`src/design/term_bus_pkg.sv`:
```
// bus address and data types, request and response structs
`default_nettype none

package term_bus_pkg;

	typedef logic [15:0] addr_t;
	typedef logic [31:0] data_t;

	// read and write are single-cycle pulses
	typedef struct packed {
		addr_t addr;
		logic  read;
		logic  write;
		data_t wdata;
	} mm_req_t;

	typedef struct packed {
		data_t rdata;
		logic  rvalid;
	} mm_rsp_t;

endpackage

`default_nettype wire

```
`src/design/term_msg_pkg.sv`:
```
// message, character and reply types, controller states, command and reply constants
`default_nettype none

package term_msg_pkg;

	// one ASCII byte on the host streams
	typedef logic [7:0] char_t;

	// nine bytes, first byte received in the top bits
	typedef logic [71:0] msg_t;
	typedef logic [71:0] reply_t;

	// decoded view of one inbound message
	typedef struct packed {
		logic        is_soundoff;
		logic        is_read;
		logic        is_write;
		logic        damaged;
		logic        rd_addr_ok;
		logic        wr_check_ok;
		logic [31:0] hex_val;
	} msg_flags_t;

	typedef enum logic [3:0] {
		ST_IDLE,
		ST_MSG_CHECK,
		ST_SOUNDOFF,
		ST_READ,
		ST_READING,
		ST_READ_REPLY,
		ST_WRITE,
		ST_WRITE_DATA,
		ST_WRITE_VERIFY,
		ST_WRITE_EXEC,
		ST_FINISH
	} master_state_t;

	localparam reply_t SOUNDOFF_REPLY = {"One Two ", 8'h00};

	// xor of data, address and check bytes for an accepted write
	localparam logic [7:0] WR_CHECK_GOOD = 8'hFF;

endpackage

`default_nettype wire

```
`src/design/char_class.sv`:
```
// character classifier: hex digit, alphanumeric and nybble value
`default_nettype none

module char_class (
	input  term_msg_pkg::char_t ch,
	output logic                is_hex,
	output logic                is_alnum,
	output logic [3:0]          nybble
);

	logic is_digit;
	logic is_lower;
	logic is_upper;
	logic is_hex_letter;

	assign is_digit = (ch >= "0") && (ch <= "9");
	assign is_lower = (ch >= "a") && (ch <= "z");
	assign is_upper = (ch >= "A") && (ch <= "Z");
	assign is_hex_letter = ((ch >= "a") && (ch <= "f")) || ((ch >= "A") && (ch <= "F"));

	assign is_hex = is_digit || is_hex_letter;
	assign is_alnum = is_digit || is_lower || is_upper;

	// both letter cases have 1..6 in the low nybble
	assign nybble = is_digit ? ch[3:0] :
		is_hex_letter ? (ch[3:0] + 4'd9) : 4'd0;

endmodule

`default_nettype wire

```
`src/design/hex_to_ascii.sv`:
```
// bus data word to eight uppercase ASCII hex characters
`default_nettype none

module hex_to_ascii (
	input  term_bus_pkg::data_t value,
	output logic [63:0]         text
);

	always_comb begin
		logic [3:0] nyb;
		text = '0;
		// most significant nybble becomes the first character
		for (int i = 0; i < 8; i++) begin
			nyb = value[31 - 4 * i -: 4];
			if (nyb < 4'd10) begin
				text[63 - 8 * i -: 8] = 8'h30 + {4'd0, nyb};
			end else begin
				text[63 - 8 * i -: 8] = 8'h37 + {4'd0, nyb};
			end
		end
	end

endmodule

`default_nettype wire

```
`src/design/msg_rx.sv`:
```
// inbound message assembly and flag decode
`default_nettype none

module msg_rx (
	input  logic                     clk,
	input  logic                     arst,
	input  term_msg_pkg::char_t      rx_byte,
	input  logic                     rx_valid,
	output logic                     msg_valid,
	output term_msg_pkg::msg_flags_t flags
);

	term_msg_pkg::msg_t window;
	term_msg_pkg::msg_t next_window;
	logic [7:0]         is_hex;
	logic [7:0]         is_alnum;
	logic [31:0]        nybbles;
	logic               terminator;

	assign next_window = {window[63:0], rx_byte};
	assign terminator = rx_valid && (rx_byte == 8'h00);

	// decode from the window as it will look after this byte,
	// bit 7 of is_hex / is_alnum is the first character
	for (genvar k = 0; k < 8; k++) begin : g_char
		char_class i_class (
			.ch       (next_window[71 - 8 * k -: 8]),
			.is_hex   (is_hex[7 - k]),
			.is_alnum (is_alnum[7 - k]),
			.nybble   (nybbles[31 - 4 * k -: 4])
		);
	end

	always_ff @(posedge clk or posedge arst) begin
		if (arst) begin
			window <= '0;
			msg_valid <= 1'b0;
			flags <= '0;
		end else begin
			msg_valid <= terminator;
			if (rx_valid) begin
				window <= next_window;
			end
			if (terminator) begin
				flags.is_soundoff <= (next_window[71:8] == "soundoff");
				flags.is_read <= (next_window[71:40] == "rdrd");
				flags.is_write <= (next_window[71:56] == "wr");
				flags.damaged <= ~&is_alnum;
				flags.rd_addr_ok <= &is_hex[3:0];
				flags.wr_check_ok <= &is_hex[5:4];
				flags.hex_val <= nybbles;
			end
		end
	end

endmodule

`default_nettype wire

```
`src/design/msg_tx.sv`:
```
// reply holding register and byte-wise transmitter
`default_nettype none

module msg_tx (
	input  logic                 clk,
	input  logic                 arst,
	input  term_msg_pkg::reply_t reply,
	input  logic                 reply_valid,
	output logic                 reply_ready,
	output term_msg_pkg::char_t  tx_byte,
	output logic                 tx_valid,
	input  logic                 tx_ready
);

	term_msg_pkg::reply_t shift_q;
	logic [8:0]           occupied;

	// byte at the top of the shift register goes out first
	assign tx_byte = shift_q[71:64];
	assign tx_valid = occupied[8];
	assign reply_ready = ~|occupied;

	always_ff @(posedge clk or posedge arst) begin
		if (arst) begin
			occupied <= '0;
		end else if (reply_valid && reply_ready) begin
			occupied <= '1;
		end else if (tx_valid && tx_ready) begin
			occupied <= occupied << 1;
		end
	end

	always_ff @(posedge clk) begin
		if (reply_valid && reply_ready) begin
			shift_q <= reply;
		end else if (tx_valid && tx_ready) begin
			shift_q <= shift_q << 8;
		end
	end

endmodule

`default_nettype wire

```
`src/design/reg_bank.sv`:
```
// register file bus target with one-cycle read latency
`default_nettype none

module reg_bank #(
	parameter int NUM_REGS = 16
) (
	input  logic                  clk,
	input  logic                  arst,
	input  term_bus_pkg::mm_req_t bus_req,
	output term_bus_pkg::mm_rsp_t bus_rsp
);

	localparam int IDX_W = (NUM_REGS > 1) ? $clog2(NUM_REGS) : 1;

	term_bus_pkg::data_t regs [NUM_REGS];
	logic [IDX_W-1:0]    idx;
	logic                in_range;

	assign idx = bus_req.addr[IDX_W-1:0];
	// addresses past the top read zero and drop writes
	assign in_range = int'(bus_req.addr) < NUM_REGS;

	always_ff @(posedge clk or posedge arst) begin
		if (arst) begin
			for (int i = 0; i < NUM_REGS; i++) begin
				regs[i] <= '0;
			end
			bus_rsp <= '0;
		end else begin
			bus_rsp.rvalid <= bus_req.read;
			if (bus_req.read) begin
				bus_rsp.rdata <= in_range ? regs[idx] : '0;
			end
			if (bus_req.write && in_range) begin
				regs[idx] <= bus_req.wdata;
			end
		end
	end

endmodule

`default_nettype wire

```
`src/design/term_master.sv`:
```
// command FSM, write integrity check, read capture and reply formatting
`default_nettype none

module term_master (
	input  logic                     clk,
	input  logic                     arst,
	input  logic                     msg_valid,
	input  term_msg_pkg::msg_flags_t flags,
	output term_bus_pkg::mm_req_t    bus_req,
	input  term_bus_pkg::mm_rsp_t    bus_rsp,
	output term_msg_pkg::reply_t     reply,
	output logic                     reply_valid,
	input  logic                     reply_ready
);

	term_msg_pkg::master_state_t state;
	term_msg_pkg::msg_flags_t    msg_q;
	term_bus_pkg::addr_t         addr;
	term_bus_pkg::data_t         wr_data;
	term_bus_pkg::data_t         read_value;
	logic [7:0]                  wr_check;
	logic [63:0]                 read_hex;
	logic [63:0]                 read_hex_w;
	logic [3:0]                  read_progress;
	logic                        start_read;
	logic                        write_ena;
	logic                        write_ok;
	logic                        data_ok;

	////////////////////////////////
	// write integrity check
	////////////////////////////////

	always_ff @(posedge clk or posedge arst) begin
		if (arst) begin
			write_ok <= 1'b0;
		end else begin
			write_ok <= (wr_data[31:24] ^ wr_data[23:16] ^ wr_data[15:8] ^ wr_data[7:0] ^
				addr[15:8] ^ addr[7:0] ^ wr_check) == term_msg_pkg::WR_CHECK_GOOD;
		end
	end

	// data message must be clean hex in the checked positions
	assign data_ok = !flags.damaged && flags.rd_addr_ok && flags.wr_check_ok;

	////////////////////////////////
	// command FSM
	////////////////////////////////

	always_ff @(posedge clk or posedge arst) begin
		if (arst) begin
			state <= term_msg_pkg::ST_IDLE;
			reply_valid <= 1'b0;
			start_read <= 1'b0;
			write_ena <= 1'b0;
		end else begin
			start_read <= 1'b0;
			write_ena <= 1'b0;
			if (reply_valid && reply_ready) begin
				reply_valid <= 1'b0;
			end
			case (state)
				term_msg_pkg::ST_IDLE: begin
					if (msg_valid) state <= term_msg_pkg::ST_MSG_CHECK;
				end
				term_msg_pkg::ST_MSG_CHECK: begin
					if (msg_q.damaged) begin
						state <= term_msg_pkg::ST_IDLE;
					end else if (msg_q.is_soundoff) begin
						state <= term_msg_pkg::ST_SOUNDOFF;
					end else if (msg_q.is_read && msg_q.rd_addr_ok) begin
						state <= term_msg_pkg::ST_READ;
					end else if (msg_q.is_write && msg_q.wr_check_ok && msg_q.rd_addr_ok) begin
						state <= term_msg_pkg::ST_WRITE;
					end else begin
						state <= term_msg_pkg::ST_IDLE;
					end
				end
				term_msg_pkg::ST_SOUNDOFF: begin
					reply_valid <= 1'b1;
					state <= term_msg_pkg::ST_FINISH;
				end
				term_msg_pkg::ST_READ: begin
					start_read <= 1'b1;
					state <= term_msg_pkg::ST_READING;
				end
				term_msg_pkg::ST_READING: begin
					if (read_progress[3]) state <= term_msg_pkg::ST_READ_REPLY;
				end
				term_msg_pkg::ST_READ_REPLY: begin
					reply_valid <= 1'b1;
					state <= term_msg_pkg::ST_FINISH;
				end
				term_msg_pkg::ST_WRITE: begin
					state <= term_msg_pkg::ST_WRITE_DATA;
				end
				term_msg_pkg::ST_WRITE_DATA: begin
					if (msg_valid) begin
						state <= data_ok ? term_msg_pkg::ST_WRITE_VERIFY :
							term_msg_pkg::ST_IDLE;
					end
				end
				term_msg_pkg::ST_WRITE_VERIFY: begin
					// write_ok picks up the new data here
					state <= term_msg_pkg::ST_WRITE_EXEC;
				end
				term_msg_pkg::ST_WRITE_EXEC: begin
					write_ena <= write_ok;
					state <= term_msg_pkg::ST_IDLE;
				end
				term_msg_pkg::ST_FINISH: begin
					if (!reply_valid) state <= term_msg_pkg::ST_IDLE;
				end
				default: state <= term_msg_pkg::ST_IDLE;
			endcase
		end
	end

	// payload captured as the FSM passes through
	always_ff @(posedge clk) begin
		if (state == term_msg_pkg::ST_IDLE && msg_valid) msg_q <= flags;
		if (state == term_msg_pkg::ST_READ || state == term_msg_pkg::ST_WRITE) begin
			addr <= msg_q.hex_val[15:0];
		end
		if (state == term_msg_pkg::ST_WRITE) wr_check <= msg_q.hex_val[23:16];
		if (state == term_msg_pkg::ST_WRITE_DATA && msg_valid) wr_data <= flags.hex_val;
		if (state == term_msg_pkg::ST_SOUNDOFF) reply <= term_msg_pkg::SOUNDOFF_REPLY;
		if (state == term_msg_pkg::ST_READ_REPLY) reply <= {read_hex, 8'h00};
		if (bus_rsp.rvalid) read_value <= bus_rsp.rdata;
		read_hex <= read_hex_w;
	end

	////////////////////////////////
	// read capture
	////////////////////////////////

	hex_to_ascii i_hex (
		.value (read_value),
		.text  (read_hex_w)
	);

	// four cycles from rvalid for capture and conversion
	always_ff @(posedge clk or posedge arst) begin
		if (arst) begin
			read_progress <= '0;
		end else begin
			read_progress <= {read_progress[2:0], bus_rsp.rvalid};
		end
	end

	always_comb begin
		bus_req.addr = addr;
		bus_req.read = start_read;
		bus_req.write = write_ena;
		bus_req.wdata = wr_data;
	end

endmodule

`default_nettype wire

```
`src/design/term_top.sv`:
```
// terminal controller top: receiver, master, transmitter, register bank
`default_nettype none

module term_top #(
	parameter int NUM_REGS = 16
) (
	input  logic                clk,
	input  logic                arst,
	input  term_msg_pkg::char_t rx_byte,
	input  logic                rx_valid,
	output term_msg_pkg::char_t tx_byte,
	output logic                tx_valid,
	input  logic                tx_ready
);

	logic                     msg_valid;
	term_msg_pkg::msg_flags_t flags;
	term_msg_pkg::reply_t     reply;
	logic                     reply_valid;
	logic                     reply_ready;
	term_bus_pkg::mm_req_t    bus_req;
	term_bus_pkg::mm_rsp_t    bus_rsp;

	msg_rx i_rx (
		.clk       (clk),
		.arst      (arst),
		.rx_byte   (rx_byte),
		.rx_valid  (rx_valid),
		.msg_valid (msg_valid),
		.flags     (flags)
	);

	term_master i_master (
		.clk         (clk),
		.arst        (arst),
		.msg_valid   (msg_valid),
		.flags       (flags),
		.bus_req     (bus_req),
		.bus_rsp     (bus_rsp),
		.reply       (reply),
		.reply_valid (reply_valid),
		.reply_ready (reply_ready)
	);

	msg_tx i_tx (
		.clk         (clk),
		.arst        (arst),
		.reply       (reply),
		.reply_valid (reply_valid),
		.reply_ready (reply_ready),
		.tx_byte     (tx_byte),
		.tx_valid    (tx_valid),
		.tx_ready    (tx_ready)
	);

	reg_bank #(
		.NUM_REGS (NUM_REGS)
	) i_regs (
		.clk     (clk),
		.arst    (arst),
		.bus_req (bus_req),
		.bus_rsp (bus_rsp)
	);

endmodule

`default_nettype wire

```
`config.mk`:
```
export PLATFORM = sky130hd
export DESIGN_NAME = term_top
export DESIGN_NICKNAME = d
export VERILOG_FILES = /design/src/design/term_bus_pkg.sv /design/src/design/term_msg_pkg.sv /design/src/design/char_class.sv /design/src/design/hex_to_ascii.sv /design/src/design/msg_rx.sv /design/src/design/msg_tx.sv /design/src/design/reg_bank.sv /design/src/design/term_master.sv /design/src/design/term_top.sv
export SDC_FILE = /design/constraint.sdc
export NUM_CORES = 2
export LEC_CHECK = 0
export ABC_AREA = 1
export BUFFER_PORTS_ARGS = -buffer_cell sky130_fd_sc_hd__buf_2
export CORE_MARGIN = 1
export CORE_UTILIZATION = 45
export DETAILED_ROUTE_END_ITERATION = 12
export GPL_ROUTABILITY_DRIVEN = 0
export GPL_TIMING_DRIVEN = 0
export PLACE_DENSITY = 0.71
export SYNTH_ARGS = -nofsm -noshare
export SYNTH_HDL_FRONTEND = slang
export SYNTH_SLANG_ARGS = --single-unit
```
`constraint.sdc`:
```
create_clock -name clk -period 24.7 [get_ports clk]
set_input_delay 2.47 -clock clk [delete_from_list [all_inputs] [get_ports clk]]
set_output_delay 2.47 -clock clk [all_outputs]
set_load 0.005 [all_outputs]
```
==> summary.md <==
| Metric | Value |
|---|---|
| Largest net degree at the start of global routing | between 100 and 150 |
| WP buf/inv | 2 |
| Clock Path Buffers | 3 |
| Slowest cell on crit path | edfxtp_1 |
| Multi-input logic area | ~13,000 µm² |
| Worst-path fanout max | 1 |
| Syn nets | around 4,300 |
| Buffer count from post-CTS setup fixing | 0 |
| Die width | 301.1 µm |
| # setup viols final | 0 |
| Synth warn | 0 |
| Met3 routed WL | 10,970 µm |
| Core ar. | 88,510 µm² |
| Sequential fraction of the synthesis area | 0.6155 |
| Worst path top cell family by delay | flip-flops |
| Status | finished, violations left |
| Vias in the first global route | 30,456 |
| Sum Neg Setup Slack | 0 ps |
| Top layer used by detailed routing | met5 |
| Critical path startpoint category | flip-flop |
| Min cycle time layout | 3854 ps |
| Final HPWL DP | 82,210 µm |
| Maxcap violations | 0 |
| CP Cell Sequence | buf_4, buf_2 |
| Critical path data required time | roughly 22,000 ps |
| Skew-Pair Late Insertion Delay | ~670 ps |
| DIE AREA | 90,630 µm² |
| DRT met1 WL | 48,120 µm |
| Final period util | 0.1560 |
| Detailed Route WL | 119,700 µm |
| Crit Path Category | reg -> out |
| I/O pin total | 21 |
| Pwr Total | 0.003821 W |
| Initial antenna violation count | 4 |
| TritonCTS Buffers | 97 |
| Critical Path AT | 1380 ps |
| Initial DRC Count | 4,044 |
| Avg Cell Area, Syn | between 9 and 10 µm² |
| Row count | 109 |
| Routed wire per std cell | 21.46 µm |
| # DRC | 8 |
| Cells after Synth | around 4,200 |
| Antenna-violating nets left | 0 |
| CTS root buf | clkbuf_16 |
| Synthesized area | 40,240 µm² |
| I/O Buffers | 19 |
| Clock Pin Slew Worst Setup and Hold Paths | 60 ps |
| Tightest Pin Transition | ~1200 ps |
| Post_cts resized | 0 |
| Synth cell types | 44 |
| Met2 routed WL | 53,520 µm |
| Nets | ~4,400 |
| LEAKAGE | 19.84 nW |
| H-tree depth | 3 |
| Grt ovf | 0 |
| Area Growth Syn to Fin | 12.33% |
| CTS Hold Bufs | 0 |
| Layout cells sized above 1 | 0.07748 |
| Die height | around 300 µm |
| Fmax | 0.2595 GHz |
| Clk sink count | 955 |
| Yosys reg bits | 955 |
| CP peak stage delay | 450 ps |
| Final number of max-transition violations | 0 |
| RSZ-0062 raised after global routing | no |
| Register area | approximately 25,000 µm² |
| Initial Util | 0.4547 |
| Worst hold-check path type | reg -> reg |
| CP endpoint kind | output port |
| Endpoints failing hold | 0 |
| GRT Util Overall | 0.2651 |
| CTS tree | yes |
| Failing checks | design-rule violations |
| Pwr dens | 84.52 nW/µm² |
| Worst VDD drop | 0.00005856 V |
| Clock Skew | 32.86 ps |
| Wire length of the first global-routing pass | about 180,000 µm |
| Max-slew headroom | 0.1917 |
| DR vias/cell | 5.742 |
| Vias | 32,042 |
| Pre-antenna DRT Iters | 11 |
| Number of fill cells | 7,823 |
## per-stage QoR
stage               area, µm²    util  hold WS, ps  std cells  setup WS [ps]
global placement        41800  0.4722        338.2       5390          -3601
finish                  45210  0.5108        349.1       5580          20850
detailed placement      42000  0.4746        339.6       5397          20360
CTS                     45200  0.5107        350.8       5579          20780
floorplan               40240       -        331.2       4206           3479
global route            45200  0.5107        354.0       5579          20780
## cell usage after synthesis (all sizes together)
cell type	n	area, µm²
a21boi	1	7.510
a21oi	49	245.2
a22o	1	8.760
a22oi	1	7.510
a31oi	4	25.02
and2	1	6.260
buf	107	749.5
clkbuf	148	556.8
conb	1	3.750
dfrtp	669	16740
dfxtp	56	1121
edfxtp	230	6907
ha	40	500.5
inv	239	897.1
nand2	1107	4218
nand3	105	545.5
nand3b	4	30.03
nand4	24	156.4
nor2	218	828.3
nor3	32	187.7
nor4	3	18.77
o211ai	3	22.52
o21a	1	7.510
o21ai	802	4014
o21bai	2	15.01
o221ai	1	8.760
o22ai	234	1464
o31ai	26	195.2
or2	37	231.5
xnor2	37	324.1
xor2	23	201.4
## cells by family (layout without fill, tap and decap cells)
kind of cell,Yosys count,in the layout,synth area share
xor gates and xnor gates,60,60,0.01306
adders and majority gates,40,40,0.01244
and+or+nand+nor,1531,1531,0.1546
buffers and inverters,494,702,0.05475
DFF,955,955,0.6155
other,1,2,0.00009318
AOI/OAI and AO/OA,1125,1125,0.1496
## report_power, final
part	leakage (nW)	switching (W)	total [W]	internal (W)
Clock	1.56	0.000626	0.00148	0.000855
Sequential	11.7	0.0000566	0.00179	0.00173
Combinational	6.58	0.000406	0.000555	0.000149
Total	19.8	0.00109	0.00382	0.00273
## cells in the final DEF (no fill, tap or decap), types with 32 or more instances in the layout
cell and count:
nor2_1 212, ha_1 40, dfrtp_1 668, a21oi_1 49, edfxtp_1 230, dfxtp_1 56
or2_2 37, clkbuf_1 178, o21ai_1 259, nand3_1 101, inv_1 234, buf_2 81
buf_6 32, nand2_1 1097, o21ai_0 542, clkbuf_16 99, o22ai_1 234, xnor2_1 37
## final cells by class
| cell class | instances | share of cell area |
|---|---|---|
| Sequential cell | 955 | 0.5479 |
| Multi-Input combinational cell | 2757 | 0.2941 |
| Clock buffer | 143 | 0.06133 |
| Tap cell | 1165 | 0.03224 |
| Buffer | 255 | 0.02889 |
| Inverter | 239 | 0.02001 |
| Clock inverter | 39 | 0.009438 |
| Timing Repair Buffer | 26 | 0.006034 |
| Antenna cell | 1 | 0.00005535 |
## worst paths after layout
path / from / end / slack, ps / depth (start not counted)
max reg2reg: i_master.addr[1]$_DFFE_PP_ / i_regs.bus_rsp[12]$_DFFE_PP0P_ / 21430 / 8
max: i_tx.shift_q[68]$_DFFE_PP_ / tx_byte[4] / 20850 / 2
min reg2reg: i_master.read_progress[2]$_DFF_PP0_ / i_master.read_progress[3]$_DFF_PP0_ / 350 / 0
min: i_master.read_progress[2]$_DFF_PP0_ / i_master.read_progress[3]$_DFF_PP0_ / 350 / 0
min in group asynchronous: arst / i_regs.regs[67]$_DFFE_PP0P_ / 1850 / 2
max in group asynchronous: arst / i_master.reply_valid$_DFFE_PP0P_ / 21240 / 4
## state kept, by name, indices dropped and copies added (netlist names), 4 cells and up
register,cells
i_regs.regs,512
i_rx.window,64
i_master.read_hex,56
i_master.reply,56
i_tx.shift_q,56
i_rx.flags,38
i_regs.bus_rsp,33
i_master.read_value,32
i_master.wr_data,32
i_master.msg_q,30
i_master.addr,16
i_tx.occupied,9
i_master.wr_check,8
i_master.read_progress,4
i_master.state,4
## worst reg2reg max path: cells and delay by family, from the launching register on
kind / cells / cell delay, ps
and+or+nand+nor: 2 / 520
AOI/OAI and AO/OA: 3 / 930
DFF: 1 / 360
buffers and inverters: 3 / 1390
## per-layer routing
metal / vias to the layer above / global-route usage
met4: 8 / 0.1460
met2: 1652 / 0.4065
li1: 14438 / -
met1: 15573 / 0.3579
met5: - / 0
met3: 371 / 0.04755
No activity file was read; power rests on OpenSTA's default activity.
